<file path="src/design/fetch_settings.svh">
`ifndef FETCH_SETTINGS_SVH
`define FETCH_SETTINGS_SVH

// address and instruction width
`define FETCH_XLEN      32
// andi r0,r0,0 fills the unused second slot
`define INST_NOP        32'h0340_0000
// first fetch block after reset
`define FETCH_RESET_PC  32'h1c00_0000
// first faulting address, rom ends just below
`define ROM_LIMIT       32'h1c01_0000
// xor pattern applied to the word address to form the instruction
`define INST_SALT       32'h2c5a_9e31
// fetch address fault code
`define EXC_ADEF        7'h08
// pc tracker depth, in-flight fetch blocks
`define TRACK_DEPTH     4
// instruction queue depth, single instructions
`define IQ_DEPTH        8

`endif
</file>
<file path="src/design/fetch_pkg.sv">
package fetch_pkg;

    // if1 hold register
    // HOLD_PENDING   response captured, not yet in the packet register
    // HOLD_WRITTEN   moved on, fetch still waits for queue space
    typedef enum logic [1:0] {
        HOLD_READY   = 2'd0,
        HOLD_PENDING = 2'd1,
        HOLD_WRITTEN = 2'd2
    } hold_state_t;

    // exception flag riding with every fetch block
    // only the fetch address fault exists in this front end
    typedef enum logic [1:0] {
        FLAG_NONE  = 2'b00,
        FLAG_FETCH = 2'b01
    } excp_flag_t;

endpackage

</file>
<file path="src/design/fetch_top.sv">
`include "fetch_settings.svh"

module fetch_top (
    input  logic                   clk,
    input  logic                   rstn,
    input  logic                   flush,
    input  logic [`FETCH_XLEN-1:0] redirect_pc,
    input  logic                   deq,
    output logic                   inst_valid,
    output logic [`FETCH_XLEN-1:0] inst,
    output logic [`FETCH_XLEN-1:0] inst_pc,
    output logic [8:0]             inst_excp,
    output logic [`FETCH_XLEN-1:0] inst_badv
);

    // if0 to cache
    logic [`FETCH_XLEN-1:0] fetch_pc;
    logic                   if1_allowin;
    // cache response
    logic                   icache_rready;
    logic [`FETCH_XLEN-1:0] pc_out;
    logic [`FETCH_XLEN-1:0] icache_pc_next;
    logic [`FETCH_XLEN-1:0] icache_inst0;
    logic [`FETCH_XLEN-1:0] icache_inst1;
    logic [`FETCH_XLEN-1:0] icache_badv;
    logic [6:0]             icache_exception;
    fetch_pkg::excp_flag_t  icache_excp_flag;
    // if1 packet into the queue
    logic                   fifo_readygo;
    logic [`FETCH_XLEN-1:0] if1_fifo_pc;
    logic [`FETCH_XLEN-1:0] if1_fifo_inst0;
    logic [`FETCH_XLEN-1:0] if1_fifo_inst1;
    logic [`FETCH_XLEN-1:0] if1_fifo_icache_badv;
    logic [6:0]             if1_fifo_icache_exception;
    fetch_pkg::excp_flag_t  if1_fifo_icache_excp_flag;
    // queue status back to if1
    logic                   fifo_allowin;
    logic                   space_ok;
    logic                   nearly_full;

    pc_gen pc_gen_i (
        .clk         (clk),
        .rstn        (rstn),
        .flush       (flush),
        .redirect_pc (redirect_pc),
        .if1_allowin (if1_allowin),
        .fetch_pc    (fetch_pc)
    );

    icache_model icache_i (
        .clk              (clk),
        .rstn             (rstn),
        .flush            (flush),
        .fetch_pc         (fetch_pc),
        .fetch_req        (if1_allowin),
        .icache_rready    (icache_rready),
        .pc_out           (pc_out),
        .icache_pc_next   (icache_pc_next),
        .icache_inst0     (icache_inst0),
        .icache_inst1     (icache_inst1),
        .icache_badv      (icache_badv),
        .icache_exception (icache_exception),
        .icache_excp_flag (icache_excp_flag)
    );

    // pc_next and pc_taken have no consumer without a predictor
    if1_fifo_stage if1_i (
        .clk                       (clk),
        .rstn                      (rstn),
        .flush                     (flush),
        .icache_rready             (icache_rready),
        .pc_out                    (pc_out),
        .icache_pc_next            (icache_pc_next),
        .icache_inst0              (icache_inst0),
        .icache_inst1              (icache_inst1),
        .icache_badv               (icache_badv),
        .icache_exception          (icache_exception),
        .icache_excp_flag          (icache_excp_flag),
        .fetch_pc                  (fetch_pc),
        .fifo_allowin              (fifo_allowin),
        .space_ok                  (space_ok),
        .nearly_full               (nearly_full),
        .if1_allowin               (if1_allowin),
        .fifo_readygo              (fifo_readygo),
        .if1_fifo_pc               (if1_fifo_pc),
        .if1_fifo_pc_next          (),
        .if1_fifo_pc_taken         (),
        .if1_fifo_inst0            (if1_fifo_inst0),
        .if1_fifo_inst1            (if1_fifo_inst1),
        .if1_fifo_icache_badv      (if1_fifo_icache_badv),
        .if1_fifo_icache_exception (if1_fifo_icache_exception),
        .if1_fifo_icache_excp_flag (if1_fifo_icache_excp_flag)
    );

    // queue qualifies readygo with its own allowin
    inst_queue iq_i (
        .clk          (clk),
        .rstn         (rstn),
        .flush        (flush),
        .write_en     (fifo_readygo),
        .wr_pc        (if1_fifo_pc),
        .wr_inst0     (if1_fifo_inst0),
        .wr_inst1     (if1_fifo_inst1),
        .wr_badv      (if1_fifo_icache_badv),
        .wr_exception (if1_fifo_icache_exception),
        .wr_excp_flag (if1_fifo_icache_excp_flag),
        .deq          (deq),
        .fifo_allowin (fifo_allowin),
        .space_ok     (space_ok),
        .nearly_full  (nearly_full),
        .inst_valid   (inst_valid),
        .inst         (inst),
        .inst_pc      (inst_pc),
        .inst_excp    (inst_excp),
        .inst_badv    (inst_badv)
    );

endmodule

</file>
<file path="src/design/inst_queue.sv">
`include "fetch_settings.svh"

module inst_queue (
    input  logic                   clk,
    input  logic                   rstn,
    input  logic                   flush,
    input  logic                   write_en,
    input  logic [`FETCH_XLEN-1:0] wr_pc,
    input  logic [`FETCH_XLEN-1:0] wr_inst0,
    input  logic [`FETCH_XLEN-1:0] wr_inst1,
    input  logic [`FETCH_XLEN-1:0] wr_badv,
    input  logic [6:0]             wr_exception,
    input  fetch_pkg::excp_flag_t  wr_excp_flag,
    input  logic                   deq,
    output logic                   fifo_allowin,
    output logic                   space_ok,
    output logic                   nearly_full,
    output logic                   inst_valid,
    output logic [`FETCH_XLEN-1:0] inst,
    output logic [`FETCH_XLEN-1:0] inst_pc,
    // {flag, code}
    output logic [8:0]             inst_excp,
    output logic [`FETCH_XLEN-1:0] inst_badv
);

    localparam int PTR_W = $clog2(`IQ_DEPTH);

    logic [`FETCH_XLEN-1:0] q_pc   [`IQ_DEPTH];
    logic [`FETCH_XLEN-1:0] q_inst [`IQ_DEPTH];
    logic [`FETCH_XLEN-1:0] q_badv [`IQ_DEPTH];
    logic [8:0]             q_excp [`IQ_DEPTH];
    logic [PTR_W-1:0]       wr_ptr;
    logic [PTR_W-1:0]       wr_ptr_nx;
    logic [PTR_W-1:0]       rd_ptr;
    logic [PTR_W:0]         count;
    logic [PTR_W:0]         free_cnt;
    logic [PTR_W:0]         wr_num;
    logic                   wr_fire;
    logic                   single;
    logic                   pop;

    // packet accepted only with room for two entries
    assign wr_fire = write_en && fifo_allowin;
    // odd word start, slot 1 is the alignment nop
    assign single  = wr_pc[2];
    assign wr_num  = wr_fire ? (single ? (PTR_W + 1)'(1) : (PTR_W + 1)'(2)) : '0;
    assign pop     = inst_valid && deq;
    // power of two depth, pointers wrap by themselves
    assign wr_ptr_nx = wr_ptr + 1'b1;

    always_ff @(posedge clk or negedge rstn) begin
        if (!rstn) begin
            wr_ptr <= '0;
            rd_ptr <= '0;
            count  <= '0;
        end else if (flush) begin
            wr_ptr <= '0;
            rd_ptr <= '0;
            count  <= '0;
        end else begin
            wr_ptr <= wr_ptr + wr_num[PTR_W-1:0];
            if (pop) begin
                rd_ptr <= rd_ptr + 1'b1;
            end
            count <= count + wr_num - (PTR_W + 1)'(pop);
        end
    end

    always_ff @(posedge clk) begin
        if (wr_fire && !flush) begin
            q_pc[wr_ptr]   <= wr_pc;
            q_inst[wr_ptr] <= wr_inst0;
            q_badv[wr_ptr] <= wr_badv;
            q_excp[wr_ptr] <= {wr_excp_flag, wr_exception};
            if (!single) begin
                // second word of the block
                q_pc[wr_ptr_nx]   <= wr_pc + `FETCH_XLEN'(4);
                q_inst[wr_ptr_nx] <= wr_inst1;
                q_badv[wr_ptr_nx] <= wr_badv;
                q_excp[wr_ptr_nx] <= {wr_excp_flag, wr_exception};
            end
        end
    end

    // free space levels for the if1 stage
    assign free_cnt     = (PTR_W + 1)'(`IQ_DEPTH) - count;
    assign fifo_allowin = free_cnt >= (PTR_W + 1)'(2);
    assign space_ok     = free_cnt >= (PTR_W + 1)'(4);
    assign nearly_full  = free_cnt <= (PTR_W + 1)'(1);

    // head entry toward decode
    assign inst_valid = count != '0;
    assign inst       = q_inst[rd_ptr];
    assign inst_pc    = q_pc[rd_ptr];
    assign inst_excp  = q_excp[rd_ptr];
    assign inst_badv  = q_badv[rd_ptr];

endmodule

</file>
<file path="src/design/if1_fifo_stage.sv">
`include "fetch_settings.svh"

module if1_fifo_stage (
    input  logic                   clk,
    input  logic                   rstn,
    input  logic                   flush,
    input  logic                   icache_rready,
    input  logic [`FETCH_XLEN-1:0] pc_out,
    input  logic [`FETCH_XLEN-1:0] icache_pc_next,
    input  logic [`FETCH_XLEN-1:0] icache_inst0,
    input  logic [`FETCH_XLEN-1:0] icache_inst1,
    input  logic [`FETCH_XLEN-1:0] icache_badv,
    input  logic [6:0]             icache_exception,
    input  fetch_pkg::excp_flag_t  icache_excp_flag,
    input  logic [`FETCH_XLEN-1:0] fetch_pc,
    input  logic                   fifo_allowin,
    input  logic                   space_ok,
    input  logic                   nearly_full,
    output logic                   if1_allowin,
    output logic                   fifo_readygo,
    output logic [`FETCH_XLEN-1:0] if1_fifo_pc,
    output logic [`FETCH_XLEN-1:0] if1_fifo_pc_next,
    output logic                   if1_fifo_pc_taken,
    output logic [`FETCH_XLEN-1:0] if1_fifo_inst0,
    output logic [`FETCH_XLEN-1:0] if1_fifo_inst1,
    output logic [`FETCH_XLEN-1:0] if1_fifo_icache_badv,
    output logic [6:0]             if1_fifo_icache_exception,
    output fetch_pkg::excp_flag_t  if1_fifo_icache_excp_flag
);

    fetch_pkg::hold_state_t hold_state;
    logic                   started;
    logic [1:0]             win;
    logic                   win_ok;
    logic                   pkt_valid;
    logic                   consume;
    logic                   pkt_free;
    logic                   take_direct;
    logic                   take_hold;
    logic                   capture;
    logic                   load_pkt;
    logic [`FETCH_XLEN-1:0] trk_head;
    logic                   trk_full;
    logic                   trk_empty;
    // hold register payload
    logic [`FETCH_XLEN-1:0] hold_pc;
    logic [`FETCH_XLEN-1:0] hold_pc_next;
    logic [`FETCH_XLEN-1:0] hold_inst0;
    logic [`FETCH_XLEN-1:0] hold_inst1;
    logic [`FETCH_XLEN-1:0] hold_badv;
    logic [6:0]             hold_exception;
    fetch_pkg::excp_flag_t  hold_excp_flag;
    // packet source, either the cache or the hold register
    logic [`FETCH_XLEN-1:0] src_pc;
    logic [`FETCH_XLEN-1:0] src_pc_next;
    logic [`FETCH_XLEN-1:0] src_inst0;
    logic [`FETCH_XLEN-1:0] src_inst1;
    logic [`FETCH_XLEN-1:0] src_badv;
    logic [6:0]             src_exception;
    fetch_pkg::excp_flag_t  src_excp_flag;

    // pcs of every issued block, popped when the queue takes it
    pc_track_fifo #(
        .DATA_WIDTH (`FETCH_XLEN),
        .DEPTH      (`TRACK_DEPTH)
    ) pc_track_i (
        .clk          (clk),
        .rstn         (rstn),
        .flush        (flush),
        .write_en     (if1_allowin),
        .pop_en       (consume),
        .din          (fetch_pc),
        .dout         (trk_head),
        .full         (trk_full),
        .empty        (trk_empty),
        .nearly_full  (),
        .nearly_empty ()
    );

    // packet goes out only in order with the tracker head
    assign fifo_readygo = pkt_valid && !trk_empty && (trk_head == if1_fifo_pc);
    assign consume      = fifo_readygo && fifo_allowin;
    assign pkt_free     = !pkt_valid || consume;

    // response straight into the packet, else parked in hold
    assign take_direct = icache_rready && fifo_allowin && pkt_free
                         && (hold_state == fetch_pkg::HOLD_READY);
    assign capture     = icache_rready && !take_direct;
    assign take_hold   = (hold_state == fetch_pkg::HOLD_PENDING) && pkt_free && !nearly_full;
    assign load_pkt    = (take_direct || take_hold) && !flush;

    // at most two lookups outstanding in the cache pipe
    assign win_ok      = !(win[0] && win[1]);
    assign if1_allowin = started && space_ok && win_ok && !trk_full
                         && (hold_state == fetch_pkg::HOLD_READY);

    always_ff @(posedge clk or negedge rstn) begin
        if (!rstn) begin
            started <= 1'b0;
        end else begin
            started <= 1'b1;
        end
    end

    // in-flight window, one bit per cycle of cache latency
    always_ff @(posedge clk or negedge rstn) begin
        if (!rstn) begin
            win <= '0;
        end else if (flush) begin
            win <= '0;
        end else begin
            win <= {win[0], if1_allowin};
        end
    end

    // hold fsm
    always_ff @(posedge clk or negedge rstn) begin
        if (!rstn) begin
            hold_state <= fetch_pkg::HOLD_READY;
        end else if (flush) begin
            hold_state <= fetch_pkg::HOLD_READY;
        end else begin
            case (hold_state)
                fetch_pkg::HOLD_READY: begin
                    if (capture) begin
                        hold_state <= fetch_pkg::HOLD_PENDING;
                    end
                end
                fetch_pkg::HOLD_PENDING: begin
                    if (take_hold) begin
                        hold_state <= fetch_pkg::HOLD_WRITTEN;
                    end
                end
                fetch_pkg::HOLD_WRITTEN: begin
                    // keep fetch stopped until two packets fit again
                    if (space_ok) begin
                        hold_state <= fetch_pkg::HOLD_READY;
                    end
                end
                default: begin
                    hold_state <= fetch_pkg::HOLD_READY;
                end
            endcase
        end
    end

    always_ff @(posedge clk) begin
        if (capture) begin
            hold_pc        <= pc_out;
            hold_pc_next   <= icache_pc_next;
            hold_inst0     <= icache_inst0;
            hold_inst1     <= icache_inst1;
            hold_badv      <= icache_badv;
            hold_exception <= icache_exception;
            hold_excp_flag <= icache_excp_flag;
        end
    end

    always_comb begin
        if (hold_state == fetch_pkg::HOLD_PENDING) begin
            src_pc        = hold_pc;
            src_pc_next   = hold_pc_next;
            src_inst0     = hold_inst0;
            src_inst1     = hold_inst1;
            src_badv      = hold_badv;
            src_exception = hold_exception;
            src_excp_flag = hold_excp_flag;
        end else begin
            src_pc        = pc_out;
            src_pc_next   = icache_pc_next;
            src_inst0     = icache_inst0;
            src_inst1     = icache_inst1;
            src_badv      = icache_badv;
            src_exception = icache_exception;
            src_excp_flag = icache_excp_flag;
        end
    end

    // packet valid level
    always_ff @(posedge clk or negedge rstn) begin
        if (!rstn) begin
            pkt_valid <= 1'b0;
        end else if (flush) begin
            pkt_valid <= 1'b0;
        end else if (load_pkt) begin
            pkt_valid <= 1'b1;
        end else if (consume) begin
            pkt_valid <= 1'b0;
        end
    end

    // packet payload, odd word start moves inst1 into slot 0
    always_ff @(posedge clk) begin
        if (load_pkt) begin
            if1_fifo_pc               <= src_pc;
            if1_fifo_pc_next          <= src_pc_next;
            if1_fifo_pc_taken         <= 1'b0;
            if1_fifo_inst0            <= src_pc[2] ? src_inst1 : src_inst0;
            if1_fifo_inst1            <= src_pc[2] ? `INST_NOP : src_inst1;
            if1_fifo_icache_badv      <= src_badv;
            if1_fifo_icache_exception <= src_exception;
            if1_fifo_icache_excp_flag <= src_excp_flag;
        end
    end

endmodule

</file>
<file path="src/design/pc_track_fifo.sv">
module pc_track_fifo #(
    parameter int DATA_WIDTH = 32,
    parameter int DEPTH      = 4
) (
    input  logic                  clk,
    input  logic                  rstn,
    input  logic                  flush,
    input  logic                  write_en,
    input  logic                  pop_en,
    input  logic [DATA_WIDTH-1:0] din,
    output logic [DATA_WIDTH-1:0] dout,
    output logic                  full,
    output logic                  empty,
    output logic                  nearly_full,
    output logic                  nearly_empty
);

    localparam int PTR_W = $clog2(DEPTH);

    logic [DATA_WIDTH-1:0] mem [DEPTH];
    logic [PTR_W-1:0]      wr_ptr;
    logic [PTR_W-1:0]      rd_ptr;
    logic [PTR_W:0]        count;
    logic                  push;
    logic                  pop;

    // wrap at DEPTH, also for depths that are not a power of two
    function automatic logic [PTR_W-1:0] ptr_inc(input logic [PTR_W-1:0] ptr);
        if (ptr == PTR_W'(DEPTH - 1)) begin
            return '0;
        end
        return ptr + 1'b1;
    endfunction

    // overflow and underflow requests are dropped
    assign push = write_en && !full;
    assign pop  = pop_en && !empty;

    always_ff @(posedge clk or negedge rstn) begin
        if (!rstn) begin
            wr_ptr <= '0;
            rd_ptr <= '0;
            count  <= '0;
        end else if (flush) begin
            wr_ptr <= '0;
            rd_ptr <= '0;
            count  <= '0;
        end else begin
            if (push) begin
                wr_ptr <= ptr_inc(wr_ptr);
            end
            if (pop) begin
                rd_ptr <= ptr_inc(rd_ptr);
            end
            count <= count + (PTR_W + 1)'(push) - (PTR_W + 1)'(pop);
        end
    end

    always_ff @(posedge clk) begin
        if (push) begin
            mem[wr_ptr] <= din;
        end
    end

    // head entry, oldest fetch still in flight
    assign dout         = mem[rd_ptr];
    assign full         = count == (PTR_W + 1)'(DEPTH);
    assign empty        = count == '0;
    assign nearly_full  = count >= (PTR_W + 1)'(DEPTH - 1);
    assign nearly_empty = count <= (PTR_W + 1)'(1);

endmodule

</file>
<file path="src/design/icache_model.sv">
`include "fetch_settings.svh"

module icache_model (
    input  logic                   clk,
    input  logic                   rstn,
    input  logic                   flush,
    input  logic [`FETCH_XLEN-1:0] fetch_pc,
    input  logic                   fetch_req,
    output logic                   icache_rready,
    output logic [`FETCH_XLEN-1:0] pc_out,
    output logic [`FETCH_XLEN-1:0] icache_pc_next,
    output logic [`FETCH_XLEN-1:0] icache_inst0,
    output logic [`FETCH_XLEN-1:0] icache_inst1,
    output logic [`FETCH_XLEN-1:0] icache_badv,
    output logic [6:0]             icache_exception,
    output fetch_pkg::excp_flag_t  icache_excp_flag
);

    // stage 1, lookup
    logic                   s1_valid;
    logic [`FETCH_XLEN-1:0] s1_pc;
    logic [`FETCH_XLEN-1:0] s1_base;
    logic                   s1_fault;

    // rom content is a pure function of the word address
    function automatic logic [`FETCH_XLEN-1:0] inst_word(input logic [`FETCH_XLEN-1:0] addr);
        return {2'b00, addr[`FETCH_XLEN-1:2]} ^ `INST_SALT;
    endfunction

    assign s1_base  = {s1_pc[`FETCH_XLEN-1:3], 3'b000};
    assign s1_fault = s1_pc >= `ROM_LIMIT;

    // valid bits, flush kills both stages at once
    always_ff @(posedge clk or negedge rstn) begin
        if (!rstn) begin
            s1_valid      <= 1'b0;
            icache_rready <= 1'b0;
        end else if (flush) begin
            s1_valid      <= 1'b0;
            icache_rready <= 1'b0;
        end else begin
            s1_valid      <= fetch_req;
            icache_rready <= s1_valid;
        end
    end

    always_ff @(posedge clk) begin
        if (fetch_req) begin
            s1_pc <= fetch_pc;
        end
    end

    // stage 2, data return
    always_ff @(posedge clk) begin
        if (s1_valid) begin
            pc_out         <= s1_pc;
            icache_pc_next <= s1_base + `FETCH_XLEN'(8);
            if (s1_fault) begin
                // out of rom, nop words plus fault info
                icache_inst0     <= `INST_NOP;
                icache_inst1     <= `INST_NOP;
                icache_badv      <= s1_base;
                icache_exception <= `EXC_ADEF;
                icache_excp_flag <= fetch_pkg::FLAG_FETCH;
            end else begin
                icache_inst0     <= inst_word(s1_base);
                icache_inst1     <= inst_word(s1_base + `FETCH_XLEN'(4));
                icache_badv      <= '0;
                icache_exception <= '0;
                icache_excp_flag <= fetch_pkg::FLAG_NONE;
            end
        end
    end

endmodule

</file>
<file path="src/design/pc_gen.sv">
`include "fetch_settings.svh"

module pc_gen (
    input  logic                   clk,
    input  logic                   rstn,
    input  logic                   flush,
    input  logic [`FETCH_XLEN-1:0] redirect_pc,
    input  logic                   if1_allowin,
    output logic [`FETCH_XLEN-1:0] fetch_pc
);

    // next sequential block, aligned to 8 bytes
    logic [`FETCH_XLEN-1:0] next_block;

    assign next_block = {fetch_pc[`FETCH_XLEN-1:3], 3'b000} + `FETCH_XLEN'(8);

    // if0 pc register
    always_ff @(posedge clk or negedge rstn) begin
        if (!rstn) begin
            fetch_pc <= `FETCH_RESET_PC;
        end else if (flush) begin
            // redirect wins over a request in the same cycle
            fetch_pc <= redirect_pc;
        end else if (if1_allowin) begin
            // request taken, step to the following block
            fetch_pc <= next_block;
        end
    end

endmodule

</file>
<file path="config.mk">
export PLATFORM = sky130hd
export DESIGN_NAME = fetch_top
export DESIGN_NICKNAME = d
export VERILOG_FILES = /design/src/design/fetch_pkg.sv /design/src/design/fetch_top.sv /design/src/design/inst_queue.sv /design/src/design/if1_fifo_stage.sv /design/src/design/pc_track_fifo.sv /design/src/design/icache_model.sv /design/src/design/pc_gen.sv
export VERILOG_INCLUDE_DIRS = /design/src /design/src/design
export SDC_FILE = /design/constraint.sdc
export NUM_CORES = 1
export LEC_CHECK = 0
export BUFFER_PORTS_ARGS = -buffer_cell sky130_fd_sc_hd__buf_2
export CORE_MARGIN = 1.5
export CORE_UTILIZATION = 33
export DETAILED_ROUTE_END_ITERATION = 12
export GPL_TIMING_DRIVEN = 0
export PLACE_DENSITY_LB_ADDON = 0.2
export SLEW_MARGIN = 20
export SYNTH_ARGS = -nofsm -noshare
export SYNTH_HDL_FRONTEND = slang
export SYNTH_SLANG_ARGS = --single-unit
</file>
<file path="constraint.sdc">
create_clock -name clk -period 13 [get_ports clk]
set_input_delay 0.65 -clock clk [delete_from_list [all_inputs] [get_ports clk]]
set_output_delay 0.65 -clock clk [all_outputs]
set_load 0.05 [all_outputs]
</file>
==> results.json <==
{
  "cts_root_buf": "clkbuf_16",
  "hold_path_depth": 3,
  "rows": 147,
  "timing.rr.end": "iq_i.q_badv[2][24]$_DFFE_PP_",
  "path_max_fanout": 10,
  "cts_made_buffers": 142,
  "syn_inst": 2965,
  "port_buffers": 129,
  "via_per_inst": 4.97,
  "wire_per_inst_um": 26.0,
  "timing.final.crit_period_ns": 6.67,
  "fmax_ghz": 0.150,
  "cts.sinks": 1256,
  "synth-edff-count": 1201,
  "num-fill-cells": 14700,
  "routed_wl_mm": 146,
  "final_layout_size_suffix_gt1_frac": 0.326,
  "post_cts_buffers": 0,
  "grt_max_degree": 54,
  "ys.warnings.count": 0,
  "async_reset_ff_frac": 0.0438,
  "synthTopCellsByArea": "edfxtp_1 68%, mux4_2 9.0%, mux2_2 7.9%",
  "finClkSkew_ns": 0.0309,
  "rsz0062_at_grt": "false",
  "finalMaxSlewViolations": 0,
  "die_x_um": 405,
  "total_power_mw": 11.5,
  "maxCapViolations": 0,
  "post-route-util": 0.392,
  "fp.dieArea_sq_um": 164000,
  "status": "finished, final reports clean",
  "power.leakage_nw": 20.2,
  "required_ns": 13.47,
  "arrival_ns": 7.14,
  "seq_area_frac_synth": 0.702,
  "fin_crit_sh": 0.513,
  "crit_family": "buffers and inverters",
  "path_buf_inv": 9,
  "synth_top_area_cell": "edfxtp_1",
  "hold_violations": 0,
  "min_from": "redirect_pc[24]",
  "clock_path_buffers": 3,
  "yosysMostFrequentCell": "edfxtp_1",
  "whs_ns": 0.0895,
  "overflow": 0,
  "synth_seq_cells": 1256,
  "dr.pass1.iters": 7,
  "relSlewSlack": 0.268,
  "worst_path_most_repeated_cell": "buf_2",
  "gp_congestion": 0.798,
  "track_usage": 0.179,
  "synthTopCellsByCount": "1,201 x edfxtp_1, 374 x mux2_2, 224 x clkbuf_1",
  "path_class": "reg -> reg",
  "cts.htree.levels": 4,
  "cts.reportedPaths.clkPinSlew_ns": 0.06,
  "tightest_slew_ns": 1.10,
  "end_kind": "flip-flop",
  "reg2reg_depth": 16,
  "drtIter0Drc": 2298,
  "netlist.area_leader.share": 0.676,
  "ios": 142,
  "cts_tree": "built",
  "core_area_sq_um": 161000,
  "synth_flop_cell": "edfxtp_1",
  "whs_endpoint": "pc_gen_i.fetch_pc[24]$_DFFE_PN0P_",
  "grt_pass1_wl_mm": 210,
  "final.setup.tns_ns": 0,
  "cp_slowest_stage_delay_ns": 0.76,
  "final-setup-viol-count": 0,
  "netlist_area_sq_um": 53400,
  "drc": 0,
  "initial_core_util": 0.332,
  "die_h_um": 405,
  "fin_nets": 3406,
  "antenna_found_initial": 6,
  "cellPowerDensity_nw_per_um2": 182,
  "hold_class": "in -> reg",
  "grt_pass1_vias": 29200,
  "via_count": 27900,
  "syn_area_per_cell_sq_um": 18.0,
  "worstReg2RegStart": "if1_i.pc_track_i.rd_ptr[1]$_DFFE_PN0P_",
  "synth.distinct_cells": 56,
  "ir_drop_mv": 0.104,
  "ant_nets": 0,
  "clkLatencyLatePin_ns": 0.77,
  "syn_to_final_growth_pct": 18.1,
  "place_hpwl_mm": 99.0,
  "crit_cells": 16,
  "r2r_slack_ns": 6.33,
  "crit_chain": "clkbuf_1 -> buf_1 -> mux4_2 -> xnor2_1 -> nand4_1 -> nor3_1 -> and4_1 -> clkbuf_1 -> nand2_1 -> o41ai_2 -> buf_4 -> buf_2 -> buf_2 -> buf_2 -> buf_2 -> buf_2",
  "startpoint_type": "flip-flop",
  "cp_slowest_cell": "o41ai_2"
}
[registers in the layout, indices dropped and copies added, names as in the netlist, 30 cells and up]
| signal | count |
|---|---|
| icache_i.icache_inst0 | 30 |
| iq_i.q_pc | 256 |
| iq_i.q_badv | 232 |
| if1_i.hold_pc | 32 |
| if1_i.pc_track_i.mem | 128 |
| iq_i.q_inst | 240 |
| if1_i.hold_inst0 | 30 |
| if1_i.if1_fifo_pc | 32 |
| icache_i.pc_out | 32 |
| pc_gen_i.fetch_pc | 32 |
| icache_i.s1_pc | 32 |
| if1_i.if1_fifo_inst0 | 30 |
[kinds of logic (layout without fill, tap and decap cells)]
kind of cell               after synthesis  after routing  share of synthesized area
buffers and inverters                  340            819                     0.0266
AOI/OAI and AO/OA                       62             62                    0.00699
DFF                                   1256           1256                      0.702
muxes                                  647            647                      0.182
and+or+nand+nor                        453            453                     0.0473
other                                    2             16                   0.000141
xor gates and xnor gates               182            182                     0.0299
adders and majority gates               23             23                    0.00582
[layout make-up]
type | count | area (sq um) | share of cell area
plain buffers | 315 | 1350 | 0.0213
clock buffers | 192 | 3950 | 0.0627
repair buffers | 226 | 2330 | 0.0370
well taps | 2160 | 2700 | 0.0429
flip-flops and latches | 1256 | 37400 | 0.594
inverters | 25 | 93.8 | 0.00149
clock inverters | 61 | 492 | 0.00780
multi-input cells | 1381 | 14600 | 0.232
diodes | 2 | 5.00 | 0.0000794
[worst max-delay path by stage]
| stage | start | endpoint |
|---|---|---|
| 6_report | if1_i.pc_track_i.rd_ptr[1]$_DFFE_PN0P_ | iq_i.q_badv[2][24]$_DFFE_PP_ |
| 5_1_grt | if1_i.pc_track_i.rd_ptr[1]$_DFFE_PN0P_ | iq_i.q_badv[2][27]$_DFFE_PP_ |
| 2_1_floorplan | if1_i.pc_track_i.rd_ptr[1]$_DFFE_PN0P_ | iq_i.q_badv[2][0]$_DFFE_PP_ |
| 3_5_place_dp | if1_i.pc_track_i.rd_ptr[1]$_DFFE_PN0P_ | iq_i.q_badv[2][26]$_DFFE_PP_ |
| 3_3_place_gp | if1_i.pc_track_i.rd_ptr[1]$_DFFE_PN0P_ | iq_i.q_badv[2][23]$_DFFE_PP_ |
| 4_1_cts | if1_i.pc_track_i.rd_ptr[1]$_DFFE_PN0P_ | iq_i.q_badv[2][24]$_DFFE_PP_ |
[routing by layer]
metal  GRT usage  wire length [um]  vias up
li1            -                 -    12300
met1       0.246             64800    14700
met2       0.295             71300      726
met3      0.0269              6690      177
met4      0.0491              3120        0
met5           0                 0        -
[metrics by stage]
step           setup slack, ns  cells  instance area, sq um
2_1_floorplan            0.400   2977                 53400
3_3_place_gp            -14.88   5266                 56800
3_5_place_dp              6.30   5362                 58600
4_1_cts                   6.26   5616                 63000
5_1_grt                   6.00   5616                 63000
6_report                  6.33   5618                 63000
[placed cells by master, fill, tap and decap left out, types with 35 or more instances in the layout]
cell type,instances
buf_16,37
nor4_1,118
xor2_1,120
mux2_1,51
xnor2_1,62
nor2_1,52
mux2_2,374
and2_1,44
dfrtp_1,51
nor2b_1,42
mux4_2,214
clkbuf_16,148
clkbuf_1,251
buf_2,183
edfxtp_1,1201
o21ai_0,35
nand2_1,87
[power breakdown]
group / leakage, nW / internal, mW / switching, mW / total (mW)
clock: 2.17 / 2.25 / 1.61 / 3.86
combinational: 6.49 / 0.928 / 1.50 / 2.43
sequential: 11.6 / 4.90 / 0.286 / 5.19
total: 20.2 / 8.08 / 3.40 / 11.5
[tightest hold or removal path: stages]
cell     delay (ns)
buf_2          0.07
nand2_1        0.04
o21ai_0        0.06
[repair_timing]
| item | CTS | global route |
|---|---|---|
| resized for setup | 0 | 0 |
| setup endpoints to repair | 0 | 0 |
| hold endpoints to repair | 52 | 0 |
| hold buffers | 1 | 0 |
Power figures use the tool's default switching activity.
